==> config.mk <==
export PLATFORM = sky130hd
export DESIGN_NAME = eye_tracker_top
export DESIGN_NICKNAME = d
export VERILOG_FILES = /design/src/rtl/cam_pkg.sv /design/src/rtl/uart_pkg.sv /design/src/rtl/eye_tracker_top.sv /design/src/rtl/uart_tx.sv /design/src/rtl/report_tx.sv /design/src/rtl/gravity_acc.sv /design/src/rtl/cam_input.sv
export SDC_FILE = /design/constraint.sdc
export NUM_CORES = 1
export LEC_CHECK = 0
export ABC_AREA = 1
export BUFFER_PORTS_ARGS = -buffer_cell sky130_fd_sc_hd__buf_2
export CORE_ASPECT_RATIO = 2
export CORE_MARGIN = 2
export CORE_UTILIZATION = 40
export DETAILED_ROUTE_END_ITERATION = 10
export PLACE_DENSITY = 0.64
export SKIP_LAST_GASP = 1
export SYNTH_ARGS = -nofsm -noshare
export SYNTH_HDL_FRONTEND = slang
export SYNTH_SLANG_ARGS = --single-unit
==> constraint.sdc <==
create_clock -name cclk -period 7.17 [get_ports cclk]
set_input_delay 0.3585 -clock cclk [delete_from_list [all_inputs] [get_ports cclk]]
set_output_delay 0.3585 -clock cclk [all_outputs]
set_load 0.01 [all_outputs]
==> src/rtl/cam_pkg.sv <==
// Camera-side definitions for the eye tracker
// Pixel, coordinate and sum widths plus the Camera Link sync polarities

package cam_pkg;

    // ----------------------------------------------------------
    // Widths that carry a meaning
    // ----------------------------------------------------------
    typedef logic [7:0]  pix_t;     // Pixel or threshold value
    typedef logic [9:0]  coord_t;   // x or y position
    typedef logic [19:0] sum_s_t;   // Bright pixel count per frame
    typedef logic [27:0] sum_xy_t;  // Coordinate sum per frame

    // Active levels of the camera valid lines
    localparam logic FVAL_ACTIVE = 1'b1;
    localparam logic LVAL_ACTIVE = 1'b1;
    localparam logic DVAL_ACTIVE = 1'b0;   // Camera drives dval low during data

    // One registered camera beat, both taps at once
    // data_l sits at x, data_r at x+1
    typedef struct packed {
        logic   de;         // Beat inside the active window
        logic   frame_end;  // Single pulse after fval drops
        coord_t x;
        coord_t y;
        pix_t   data_l;
        pix_t   data_r;
    } cam_bus_t;

endpackage
==> src/rtl/uart_pkg.sv <==
// Report-side definitions for the eye tracker
// UART byte type and the layout of the gravity result packet

package uart_pkg;

    typedef logic [7:0] byte_t;

    // ----------------------------------------------------------
    // Result packet
    // ----------------------------------------------------------
    // Byte order on the line, each sum MSB first
    //   A5 | sum_s (3 bytes) | sum_x (4 bytes) | sum_y (4 bytes)
    localparam int    PKT_BYTES = 12;
    localparam byte_t SYNC_BYTE = 8'hA5;   // Lead byte for receiver alignment

    // Frame result handed from the gravity block to the reporter
    typedef struct packed {
        cam_pkg::sum_s_t  sum_s;    // Number of bright pixels
        cam_pkg::sum_xy_t sum_x;    // Sum of their x positions
        cam_pkg::sum_xy_t sum_y;    // Sum of their y positions
    } grav_result_t;

    // Centre of gravity on the host side is sum_x / sum_s and sum_y / sum_s

endpackage

==> src/rtl/eye_tracker_top.sv <==
`timescale 1ns/1ns
// Eye tracker measurement path
// Camera input, frame gravity sums and UART report, all on cclk

module eye_tracker_top #(
    parameter int H_ACT    = 640,
    parameter int V_ACT    = 480,
    parameter int BAUD_DIV = 27     // cclk cycles per UART bit
) (
    input  logic          cclk,
    input  logic          rst_n,
    input  logic          fval,
    input  logic          lval,
    input  logic          dval,
    input  cam_pkg::pix_t data_l,
    input  cam_pkg::pix_t data_r,
    input  cam_pkg::pix_t jp,         // Threshold jumpers
    output logic          uart_txd
);
    import cam_pkg::*;
    import uart_pkg::*;

    cam_bus_t     beat;
    grav_result_t res;
    logic         res_req;
    logic         res_ack;
    byte_t        tx_byte;
    logic         tx_start;
    logic         tx_busy;

    // ----------------------------------------------------------
    // Camera side
    // ----------------------------------------------------------
    cam_input #(
        .H_ACT (H_ACT),
        .V_ACT (V_ACT)
    ) cam_input_i (
        .cclk   (cclk),
        .rst_n  (rst_n),
        .fval   (fval),
        .lval   (lval),
        .dval   (dval),
        .data_l (data_l),
        .data_r (data_r),
        .beat   (beat)
    );

    gravity_acc gravity_acc_i (
        .cclk      (cclk),
        .rst_n     (rst_n),
        .beat      (beat),
        .threshold (jp),
        .res       (res),
        .res_req   (res_req),
        .res_ack   (res_ack)
    );

    // ----------------------------------------------------------
    // Report side
    // ----------------------------------------------------------
    report_tx report_tx_i (
        .cclk     (cclk),
        .rst_n    (rst_n),
        .res      (res),
        .res_req  (res_req),
        .res_ack  (res_ack),
        .tx_byte  (tx_byte),
        .tx_start (tx_start),
        .tx_busy  (tx_busy)
    );

    uart_tx #(
        .BAUD_DIV (BAUD_DIV)
    ) uart_tx_i (
        .cclk     (cclk),
        .rst_n    (rst_n),
        .tx_byte  (tx_byte),
        .tx_start (tx_start),
        .tx_busy  (tx_busy),
        .uart_txd (uart_txd)
    );

endmodule

==> src/rtl/uart_tx.sv <==
`timescale 1ns/1ns
// 8N1 UART transmitter
// Start bit, 8 data bits LSB first, one stop bit, BAUD_DIV clocks per bit

module uart_tx #(
    parameter int BAUD_DIV = 27
) (
    input  logic            cclk,
    input  logic            rst_n,
    input  uart_pkg::byte_t tx_byte,
    input  logic            tx_start,
    output logic            tx_busy,
    output logic            uart_txd
);
    import uart_pkg::*;

    localparam int CNT_W = (BAUD_DIV > 1) ? $clog2(BAUD_DIV) : 1;

    typedef enum logic [1:0] {TX_IDLE, TX_START, TX_DATA, TX_STOP} tx_state_t;

    tx_state_t        state;
    logic [CNT_W-1:0] baud_cnt;
    logic             bit_end;     // Last clock of the current bit
    logic [2:0]       bit_idx;
    byte_t            shreg;

    assign bit_end = (baud_cnt == CNT_W'(BAUD_DIV - 1));
    assign tx_busy = (state != TX_IDLE);

    // ----------------------------------------------------------
    // Bit timing and line state
    // ----------------------------------------------------------
    always_ff @(posedge cclk or negedge rst_n) begin
        if (!rst_n) begin
            state    <= TX_IDLE;
            baud_cnt <= '0;
            bit_idx  <= '0;
            uart_txd <= 1'b1;      // Line idles high
        end else begin
            if (state == TX_IDLE || bit_end)
                baud_cnt <= '0;
            else
                baud_cnt <= baud_cnt + 1'b1;

            case (state)
                TX_IDLE: if (tx_start) begin
                    uart_txd <= 1'b0;
                    state    <= TX_START;
                end
                TX_START: if (bit_end) begin
                    uart_txd <= shreg[0];
                    bit_idx  <= '0;
                    state    <= TX_DATA;
                end
                TX_DATA: if (bit_end) begin
                    if (bit_idx == 3'd7) begin
                        uart_txd <= 1'b1;    // Stop bit
                        state    <= TX_STOP;
                    end else begin
                        uart_txd <= shreg[1];
                        bit_idx  <= bit_idx + 1'b1;
                    end
                end
                TX_STOP: if (bit_end) state <= TX_IDLE;
                default: state <= TX_IDLE;
            endcase
        end
    end

    // Data shifter
    always_ff @(posedge cclk) begin
        if (state == TX_IDLE && tx_start)
            shreg <= tx_byte;
        else if (state == TX_DATA && bit_end)
            shreg <= shreg >> 1;
    end

    // The reporter must wait for the line to go idle
    a_no_start_busy : assert property (@(posedge cclk) disable iff (!rst_n)
        tx_start |-> !tx_busy)
        else $error("uart_tx: tx_start while busy");

endmodule

==> src/rtl/report_tx.sv <==
`timescale 1ns/1ns
// Result reporter
// Latches a gravity result and streams it as a 12-byte packet to the UART

module report_tx (
    input  logic                   cclk,
    input  logic                   rst_n,
    input  uart_pkg::grav_result_t res,
    input  logic                   res_req,
    output logic                   res_ack,
    output uart_pkg::byte_t        tx_byte,
    output logic                   tx_start,
    input  logic                   tx_busy
);
    import uart_pkg::*;

    localparam int IDX_W = $clog2(PKT_BYTES);

    typedef enum logic [2:0] {
        REP_IDLE,
        REP_LOAD,       // Pick the next byte
        REP_SEND,       // Wait for an idle UART and start it
        REP_WAIT,       // Byte on the line
        REP_DONE        // Packet out, close the handshake
    } rep_state_t;

    rep_state_t             state;
    grav_result_t           res_q;
    logic [IDX_W-1:0]       byte_idx;
    logic [PKT_BYTES*8-1:0] pkt;
    logic                   last_byte;

    // Whole packet, sync byte in the top bits
    assign pkt = {SYNC_BYTE, 24'(res_q.sum_s), 32'(res_q.sum_x), 32'(res_q.sum_y)};

    assign last_byte = (byte_idx == IDX_W'(PKT_BYTES - 1));
    assign tx_start  = (state == REP_SEND) && !tx_busy;

    // ----------------------------------------------------------
    // Packet sequencer
    // ----------------------------------------------------------
    always_ff @(posedge cclk or negedge rst_n) begin
        if (!rst_n) begin
            state    <= REP_IDLE;
            res_ack  <= 1'b0;
            byte_idx <= '0;
        end else begin
            case (state)
                REP_IDLE: if (res_req) begin
                    res_ack  <= 1'b1;   // Held for the whole packet
                    byte_idx <= '0;
                    state    <= REP_LOAD;
                end
                REP_LOAD: state <= REP_SEND;
                REP_SEND: if (!tx_busy) state <= REP_WAIT;
                REP_WAIT: if (!tx_busy) begin
                    if (last_byte) begin
                        state <= REP_DONE;
                    end else begin
                        byte_idx <= byte_idx + 1'b1;
                        state    <= REP_LOAD;
                    end
                end
                REP_DONE: if (!res_req) begin
                    res_ack <= 1'b0;
                    state   <= REP_IDLE;
                end
                default: state <= REP_IDLE;
            endcase
        end
    end

    // Result copy and byte select
    always_ff @(posedge cclk) begin
        if (state == REP_IDLE && res_req)
            res_q <= res;
        if (state == REP_LOAD)
            tx_byte <= pkt[(PKT_BYTES - 1 - int'(byte_idx)) * 8 +: 8];
    end

endmodule

==> src/rtl/gravity_acc.sv <==
`timescale 1ns/1ns
// Gravity accumulator
// Thresholds both taps, sums count, x and y over a frame, hands result by req/ack

module gravity_acc (
    input  logic                   cclk,
    input  logic                   rst_n,
    input  cam_pkg::cam_bus_t      beat,
    input  cam_pkg::pix_t          threshold,
    output uart_pkg::grav_result_t res,
    output logic                   res_req,
    input  logic                   res_ack
);
    import cam_pkg::*;

    sum_s_t  acc_s;
    sum_xy_t acc_x;
    sum_xy_t acc_y;
    logic    bright_l;
    logic    bright_r;
    sum_xy_t x_l;
    sum_xy_t x_r;
    sum_xy_t y_w;
    sum_s_t  inc_s;
    sum_xy_t inc_x;
    sum_xy_t inc_y;
    logic    hs_open;      // Previous result still in flight
    logic    take;         // Publish this frame

    // ----------------------------------------------------------
    // Binarize and form the per-beat increments
    // ----------------------------------------------------------
    // Equal to threshold counts as dark
    assign bright_l = beat.de && (beat.data_l > threshold);
    assign bright_r = beat.de && (beat.data_r > threshold);

    assign x_l = sum_xy_t'(beat.x);
    assign x_r = x_l + sum_xy_t'(1);     // Right tap is one column over
    assign y_w = sum_xy_t'(beat.y);

    always_comb begin
        inc_s = sum_s_t'(bright_l) + sum_s_t'(bright_r);
        inc_x = (bright_l ? x_l : '0) + (bright_r ? x_r : '0);
        inc_y = (bright_l ? y_w : '0) + (bright_r ? y_w : '0);
    end

    assign hs_open = res_req || res_ack;
    assign take    = beat.frame_end && !hs_open;

    // ----------------------------------------------------------
    // Frame accumulators and request
    // ----------------------------------------------------------
    always_ff @(posedge cclk or negedge rst_n) begin
        if (!rst_n) begin
            acc_s   <= '0;
            acc_x   <= '0;
            acc_y   <= '0;
            res_req <= 1'b0;
        end else begin
            if (beat.frame_end) begin
                // Cleared even when the result is dropped
                acc_s <= '0;
                acc_x <= '0;
                acc_y <= '0;
            end else begin
                acc_s <= acc_s + inc_s;
                acc_x <= acc_x + inc_x;
                acc_y <= acc_y + inc_y;
            end

            if (take)
                res_req <= 1'b1;
            else if (res_ack)
                res_req <= 1'b0;        // Reporter has its copy
        end
    end

    // Result snapshot
    always_ff @(posedge cclk) begin
        if (take) begin
            res.sum_s <= acc_s;
            res.sum_x <= acc_x;
            res.sum_y <= acc_y;
        end
    end

    // Handshake rules seen from the producer side
    a_res_stable : assert property (@(posedge cclk) disable iff (!rst_n)
        res_req |=> (!res_req || $stable(res)))
        else $error("gravity_acc: res changed during request");

    a_req_after_ack : assert property (@(posedge cclk) disable iff (!rst_n)
        $fell(res_req) |-> $past(res_ack))
        else $error("gravity_acc: res_req dropped without res_ack");

endmodule

==> src/rtl/cam_input.sv <==
`timescale 1ns/1ns
// Camera Link input stage
// Registers the two-tap stream, normalizes polarity and tracks pixel position

module cam_input #(
    parameter int H_ACT = 640,
    parameter int V_ACT = 480
) (
    input  logic              cclk,
    input  logic              rst_n,
    input  logic              fval,
    input  logic              lval,
    input  logic              dval,
    input  cam_pkg::pix_t     data_l,
    input  cam_pkg::pix_t     data_r,
    output cam_pkg::cam_bus_t beat
);
    import cam_pkg::*;

    logic   fval_a;
    logic   lval_a;
    logic   dval_a;
    logic   fval_q;         // Previous frame level for the falling edge
    logic   lval_q;         // Previous line level
    coord_t x_cnt;          // Column of the left tap of the next beat
    coord_t y_cnt;          // Current line inside the frame
    logic   pix_valid;
    logic   in_window;

    // Active-high versions of the valid lines
    assign fval_a = (fval == FVAL_ACTIVE);
    assign lval_a = (lval == LVAL_ACTIVE);
    assign dval_a = (dval == DVAL_ACTIVE);

    assign pix_valid = fval_a && lval_a && dval_a;
    assign in_window = (x_cnt < H_ACT) && (y_cnt < V_ACT);

    // ----------------------------------------------------------
    // Position counters and output register
    // ----------------------------------------------------------
    always_ff @(posedge cclk or negedge rst_n) begin
        if (!rst_n) begin
            fval_q <= 1'b0;
            lval_q <= 1'b0;
            x_cnt  <= '0;
            y_cnt  <= '0;
            beat   <= '0;
        end else begin
            fval_q <= fval_a;
            lval_q <= lval_a;

            // Two pixels per beat
            if (!lval_a)
                x_cnt <= '0;
            else if (pix_valid)
                x_cnt <= x_cnt + coord_t'(2);

            if (!fval_a)
                y_cnt <= '0;            // Next frame starts at line 0
            else if (lval_q && !lval_a)
                y_cnt <= y_cnt + coord_t'(1);

            beat.de        <= pix_valid && in_window;
            beat.frame_end <= fval_q && !fval_a;
            beat.x         <= x_cnt;
            beat.y         <= y_cnt;
            beat.data_l    <= data_l;
            beat.data_r    <= data_r;
        end
    end

    // Right tap of an enabled beat still inside the active line
    a_x_in_line : assert property (@(posedge cclk) disable iff (!rst_n)
        beat.de |-> (int'(beat.x) + 1 < H_ACT))
        else $error("cam_input: de with right tap x=%0d beyond H_ACT", int'(beat.x) + 1);

endmodule

# After elaboration in Yosys (flattened, before gate mapping)
# Cells that the tools add are included.
# word_totals
ff_bits	324
inputBits	29
out_inout_bits	1
elab_cells	149
# classes
addsub	13
magnitude_cmp	4
n_eq_ne	23
shifts	1
mux	44
n_bitwise	1
reduce_logical	34
# ops
operator	count
$add 28x28->28	4
$shiftx 96x32->8	1
$mux 28	3
$mux 10	7
$mux 3	8
$add 20x20->20	1
$mux 20	1
$gt 8x8->1	2
$mux 8	2
$reduce_and 4->1	4
$pmux 3 s5	1
$ne 2x1->1 const B	7
$logic_and 1x1->1	13
$mux 4	3
$ne 2x2->1 const B	6
$reduce_bool 2->1	6
$add 10x1->11 const B	1
$add 10x1->10 const B	1
$add 10x2->10 const B	1
$lt 10x10->1 const B	1
$lt 10x9->1 const B	1
$mux 2	5
$mux 1	8
$pmux 2 s4	1
other kinds (25)	32

# Logic depth before layout (Yosys ltp)
# depth
depth_word	6
mapped_depth	22
depth_no_buf	21

# Cells and area by module
# A second synthesis with hierarchy kept.
# hier_totals
cells_unflattened	1680
hier_area_um2	15801.4
# modules_own_cells
module	instances	cells_each	area_per_inst_um2	seq_area_each_um2
gravity_acc	1	1035	8722.1	4209.0
report_tx	1	362	3992.6	2722.6
cam_input	1	181	2052.0	1451.4
uart_tx	1	102	1034.7	516.7

# Least setup slack after synthesis
# No wires, ideal clock.
# synth_path
kind	reg2reg
from	reg, netlist name cam_input_i.beat[36]
to	reg, netlist name gravity_acc_i.res[0]
setup_time_ns	0.604
arrival_ns	6.029
required_time_ns	6.566
path_slack_ns	0.537
path_stages_with_launch	5
path_buffers	2
synth_period_minus_slack_ns	6.633
cell_sequence	dfrtp_1 > clkbuf_1 > inv_1 > clkbuf_1 > nor3_1
# synth_between
elab_chain_len	1
# synth_rtl
element	line	text
$logic_and 1x1->1	gravity_acc.sv:48	assign take = beat.frame_end && !hs_open;
via gravity_acc_i.take	gravity_acc.sv:28	logic take;
# The timed path passes the listed nets, and every way through them passes these cells.
# A chain may end at the register's enable or synchronous reset.

# Worst setup path after layout
# layout_path
from	reg, netlist name cam_input_i.beat[13]
to	reg gravity_acc_i.acc_x[15]
# layout_between
elab_chain_len	6
# layout_rtl
element	line	text
$gt 8x8->1	gravity_acc.sv:34	assign bright_l = beat.de && (beat.data_l > threshold);
$logic_and 1x1->1	gravity_acc.sv:34	
$mux 10	gravity_acc.sv:43	inc_x = (bright_l ? x_l : '0) + (bright_r ? x_r : '0);
$add 28x28->28	gravity_acc.sv:43	
$add 28x28->28	gravity_acc.sv:67	acc_x <= acc_x + inc_x;
$mux 28	gravity_acc.sv:60	if (beat.frame_end) begin
end signal, assigned	gravity_acc.sv:67	
end, declared	gravity_acc.sv:17	sum_xy_t acc_x;
# Every way passes these cells.

==> results.txt <==
Critical path's slowest cell: sky130_fd_sc_hd__a31oi_2. The worst-case clock skew is 10.9 ps, and the async set-reset flop share out of synthesis is 47.8%. Setup repair after global routing left no endpoint under its margin. The peak supply drop is 0.000194 V. The logs give 4610 ps for the arrival time at the worst endpoint and 57.3 mm for the global-route wire length before repair. Input and output buffers added on the ports amount to 29. Once the floorplan was initialized, standard cells occupied 40.5% of the core. Static timing analysis puts the maximum clock frequency at 243 MHz. Leaving out fill and tap cells, the most frequent cell in the layout is sky130_fd_sc_hd__nand2_1. TritonCTS built the clock tree.

For the post-route setup TNS, the log shows 0 ps. The run gives 0 as the number of endpoints with negative hold slack in the final report. Number of cell rows: 101. Across every metal layer, demand over resource in global routing totals 18.5%. Sequential elements use 58.2% of the synthesized area. After detailed routing, the number of remaining DRC violations is 0. In the layout the commonest cells are sky130_fd_sc_hd__nand2_1 (336), sky130_fd_sc_hd__inv_1 (221), sky130_fd_sc_hd__nor2_1 (188).

Growth of design area from synthesis to finish: 12.1%. The layout has 3516 filler cells. The clock edge transition at the registers on the reported setup and hold paths is 70 ps.

For the setup slack of the worst register-to-register path, the log shows 3060 ps. In this run the cell area of the synthesized design comes to 15300 µm². The run gives 0 as the Yosys warning count. The kind of end point of the critical path is a register. The power density over the cells was 266 nW/µm². The final layout contains 1752 nets. The tools report the via count of the first global-routing pass as 11400.

Once detail routing completed, the nets flagged for antenna violations numbered 0. The first detailed-routing pass ran for 6 iterations. The run finished with clean final reports. The clock drives 322 sinks. Of the cells placed in the final design, the portion with a size suffix greater than 1 is 6.60%. The post-placement worst setup slack is 2980 ps, and the number of enable flip-flop cells after synthesis is 168. The worst hold path begins at fval. The cell depth of the worst hold path was 1; the number of violations of the max-capacitance limit was 0. The clock passes through at most 3 buffers.

The tools report the total global routing overflow as 0. The I/O pin total was 30; the area inside the core boundary was 37800 µm². Worst min-delay path category: in2reg.

The register bit count reported by yosys was 322. The HPWL after detailed placement was 26.6 mm; the reported leakage power was 7.65 nW. For this block, the initial DRC count from the detailed router was 534. The tools report the end point of the most critical hold path as cam_input_i.fval_q.

STA classifies the critical path startpoint as a register. The run gives 1 as the maximum level of the CTS H-tree. Critical path class: reg2reg.

Yosys mapped the design onto 47 distinct sky130hd cell types. The worst reg2reg path depth was 18; the sequential cell area in the final layout was 8900 µm². In this run the vertical extent of the chip is 280 µm.

The initial antenna violation count is 0. Routability-driven placement finished with a final weighted congestion of 0.950. The tools report the launch instance of the worst register-to-register path as cam_input_i.beat[13].

The multi-input logic area came out at 5430 µm². The number of pins with negative max-slew slack in the final report was 0. Detailed routing inserted a total of 10900 vias. For the largest net degree at the start of global routing, the log shows 77.

After detailed routing, the average wire length per cell comes to 16.9 µm. Of all nets on the critical path, the largest fanout is 19. The worst hold slack is 31.4 ps, and the final wirelength is 36.0 mm. Cell repeated most along the worst path: sky130_fd_sc_hd__nand2_1.

For the critical path required time, the log shows 7670 ps. Setup slack closes at 3060 ps. Each instance of the synthesized netlist takes up on average 9.65 µm².

The via density per instance is 5.14, and the actual slew at the worst max-slew pin is 1110 ps. The worst register-to-register path ends at gravity_acc_i.acc_x[15]. After layout, the worst path uses 57.3% of the clock period. For this run, the slowest stage of the critical path takes 680 ps. Clock latency on the worst-skew pair, taken at its later pin, is 570 ps. The number of nets in the synthesized netlist is 1691.

For this run, the leading register cell type out of synthesis is sky130_fd_sc_hd__edfxtp_1. TritonCTS created 28 clock buffers. Minimum period implied by the final worst setup slack: 4110 ps. The tools report the number of antenna repair diodes as 0.

Measured against its own limit, the worst slew margin works out to 25.0%. The signal on the critical path passes through ha_1, nand4_1, nor2_1, a31oi_2, nand2_1, nor2_1, fa_1, ha_1, fa_1, nand3_1, nand3_1, nand2_1, nand2_1, nand2_1, nand2_1, nand2_1, nand2_1, nor2_1. For the synthesized netlist cell count, the log shows 1584.

Clock tree root driver cell: sky130_fd_sc_hd__clkbuf_16. From left edge to right edge, the die measures 142 µm. The total setup violations reported at the end of the flow is 0. The floorplan step defined a die boundary enclosing 39900 µm².
==> state kept, by name, indices dropped and copies added, names as in the netlist, 4 cells and up <==
register              cells
cam_input_i.beat         37
cam_input_i.x_cnt         9
cam_input_i.y_cnt        10
gravity_acc_i.acc_s      20
gravity_acc_i.acc_x      28
gravity_acc_i.acc_y      28
gravity_acc_i.res        76
report_tx_i.byte_idx      4
report_tx_i.pkt          76
report_tx_i.tx_byte       8
uart_tx_i.baud_cnt        5
uart_tx_i.shreg           8
==> area by class of cell <==
| type | instances | area share (%) |
|---|---|---|
| Clock buffer | 37 | 4.41 |
| Clock inverter | 15 | 1.29 |
| Tap cell | 463 | 3.38 |
| Multi-Input combinational cell | 1011 | 31.7 |
| Sequential cell | 322 | 51.9 |
| Timing Repair Buffer | 56 | 2.33 |
| Inverter | 226 | 4.97 |
==> worst max path at each step <==
stage / cells after the start / from / to / slack, ps
2_1_floorplan: 4 / cam_input_i.beat[36] / gravity_acc_i.res[0] / 540
3_3_place_gp: 20 / jp[5] / gravity_acc_i.acc_x[15] / 3080
3_5_place_dp: 20 / jp[5] / gravity_acc_i.acc_x[15] / 2980
4_1_cts: 18 / cam_input_i.beat[13] / gravity_acc_i.acc_x[15] / 3100
5_1_grt: 18 / cam_input_i.beat[13] / gravity_acc_i.acc_x[23] / 2660
6_report: 18 / cam_input_i.beat[13] / gravity_acc_i.acc_x[15] / 3060
==> report_power, final <==
part           switching [mW]  internal, mW
combinational           0.445         0.188
sequential             0.0956          2.21
clock                   0.690         0.931
total                    1.23          3.32
==> cell usage after synthesis (2+ instances only) <==
cell | count | area (µm²)
sky130_fd_sc_hd__inv_2 | 2 | 7.51
sky130_fd_sc_hd__buf_2 | 15 | 75.1
sky130_fd_sc_hd__nor3_1 | 25 | 125
sky130_fd_sc_hd__o21ai_1 | 2 | 10.0
sky130_fd_sc_hd__nand2_1 | 336 | 1260
sky130_fd_sc_hd__ha_1 | 56 | 701
sky130_fd_sc_hd__o211ai_1 | 3 | 22.5
sky130_fd_sc_hd__dfrtp_1 | 153 | 3830
sky130_fd_sc_hd__nor2_1 | 188 | 706
sky130_fd_sc_hd__clkbuf_1 | 10 | 37.5
sky130_fd_sc_hd__and2_1 | 2 | 12.5
sky130_fd_sc_hd__a31oi_2 | 2 | 25.0
sky130_fd_sc_hd__nor2_2 | 4 | 25.0
sky130_fd_sc_hd__mux2_2 | 6 | 67.6
sky130_fd_sc_hd__o22ai_1 | 10 | 62.6
sky130_fd_sc_hd__a21o_1 | 3 | 22.5
sky130_fd_sc_hd__o31ai_1 | 4 | 30.0
sky130_fd_sc_hd__a211oi_1 | 3 | 22.5
sky130_fd_sc_hd__o21ai_0 | 76 | 380
sky130_fd_sc_hd__nor2_4 | 2 | 22.5
sky130_fd_sc_hd__xnor2_1 | 6 | 52.6
sky130_fd_sc_hd__o21a_1 | 3 | 22.5
sky130_fd_sc_hd__or2_1 | 3 | 18.8
sky130_fd_sc_hd__o21ai_2 | 2 | 17.5
sky130_fd_sc_hd__nor4_1 | 2 | 12.5
sky130_fd_sc_hd__nand3b_1 | 9 | 67.6
sky130_fd_sc_hd__inv_1 | 222 | 833
sky130_fd_sc_hd__a21oi_1 | 71 | 355
sky130_fd_sc_hd__nand3_1 | 140 | 701
sky130_fd_sc_hd__edfxtp_1 | 168 | 5040
sky130_fd_sc_hd__nand3_2 | 2 | 20.0
sky130_fd_sc_hd__xor2_1 | 9 | 78.8
sky130_fd_sc_hd__fa_1 | 22 | 440
sky130_fd_sc_hd__nand4_1 | 10 | 62.6
==> kinds of logic (layout without fill, tap and decap cells) <==
group | after synthesis | count (layout) | synth area share (%)
mux | 6 | 6 | 0.442
buf+inv | 251 | 334 | 6.30
other cells | 1 | 1 | 0.0245
simple gates | 727 | 727 | 20.1
flops | 322 | 322 | 58.2
xor+xnor | 15 | 15 | 0.859
compound gates | 184 | 184 | 6.61
fa+ha+maj | 78 | 78 | 7.46
==> stage by stage <==
step / utilization (%) / area (µm²) / std cells / power (mW)
floorplan: - / 15300 / 1584 / 2.75
global placement: 42.3 / 16000 / 2060 / 2.95
detailed placement: 42.3 / 16000 / 2060 / 2.97
CTS: 45.3 / 17100 / 2130 / 4.61
global route: 45.3 / 17100 / 2130 / 4.76
finish: 45.3 / 17100 / 2130 / 4.56
==> worst max-delay path, delay by kind of cell, from the launching register on <==
family | cells | cell delay, ps
adders and majority gates | 4 | 1490
and+or+nand+nor | 13 | 1480
AOI/OAI and AO/OA | 1 | 680
DFF | 1 | 370
==> metal layers <==
metal | GRT usage (%) | share of wire, %
met5 | 0 | 0
met4 | 11.7 | 6.5
met3 | 1.79 | 2.9
met2 | 37.7 | 58
met1 | 16.7 | 33
==> repair_timing <==
action / in CTS / in global routing
hold buffers: 18 / 0
hold endpoints to repair: 64 / 0
gates resized for setup: 0 / 0
setup endpoints to repair: 0 / 0
buffers inserted: 0 / 0
No activity file was read; power rests on OpenSTA's default activity.
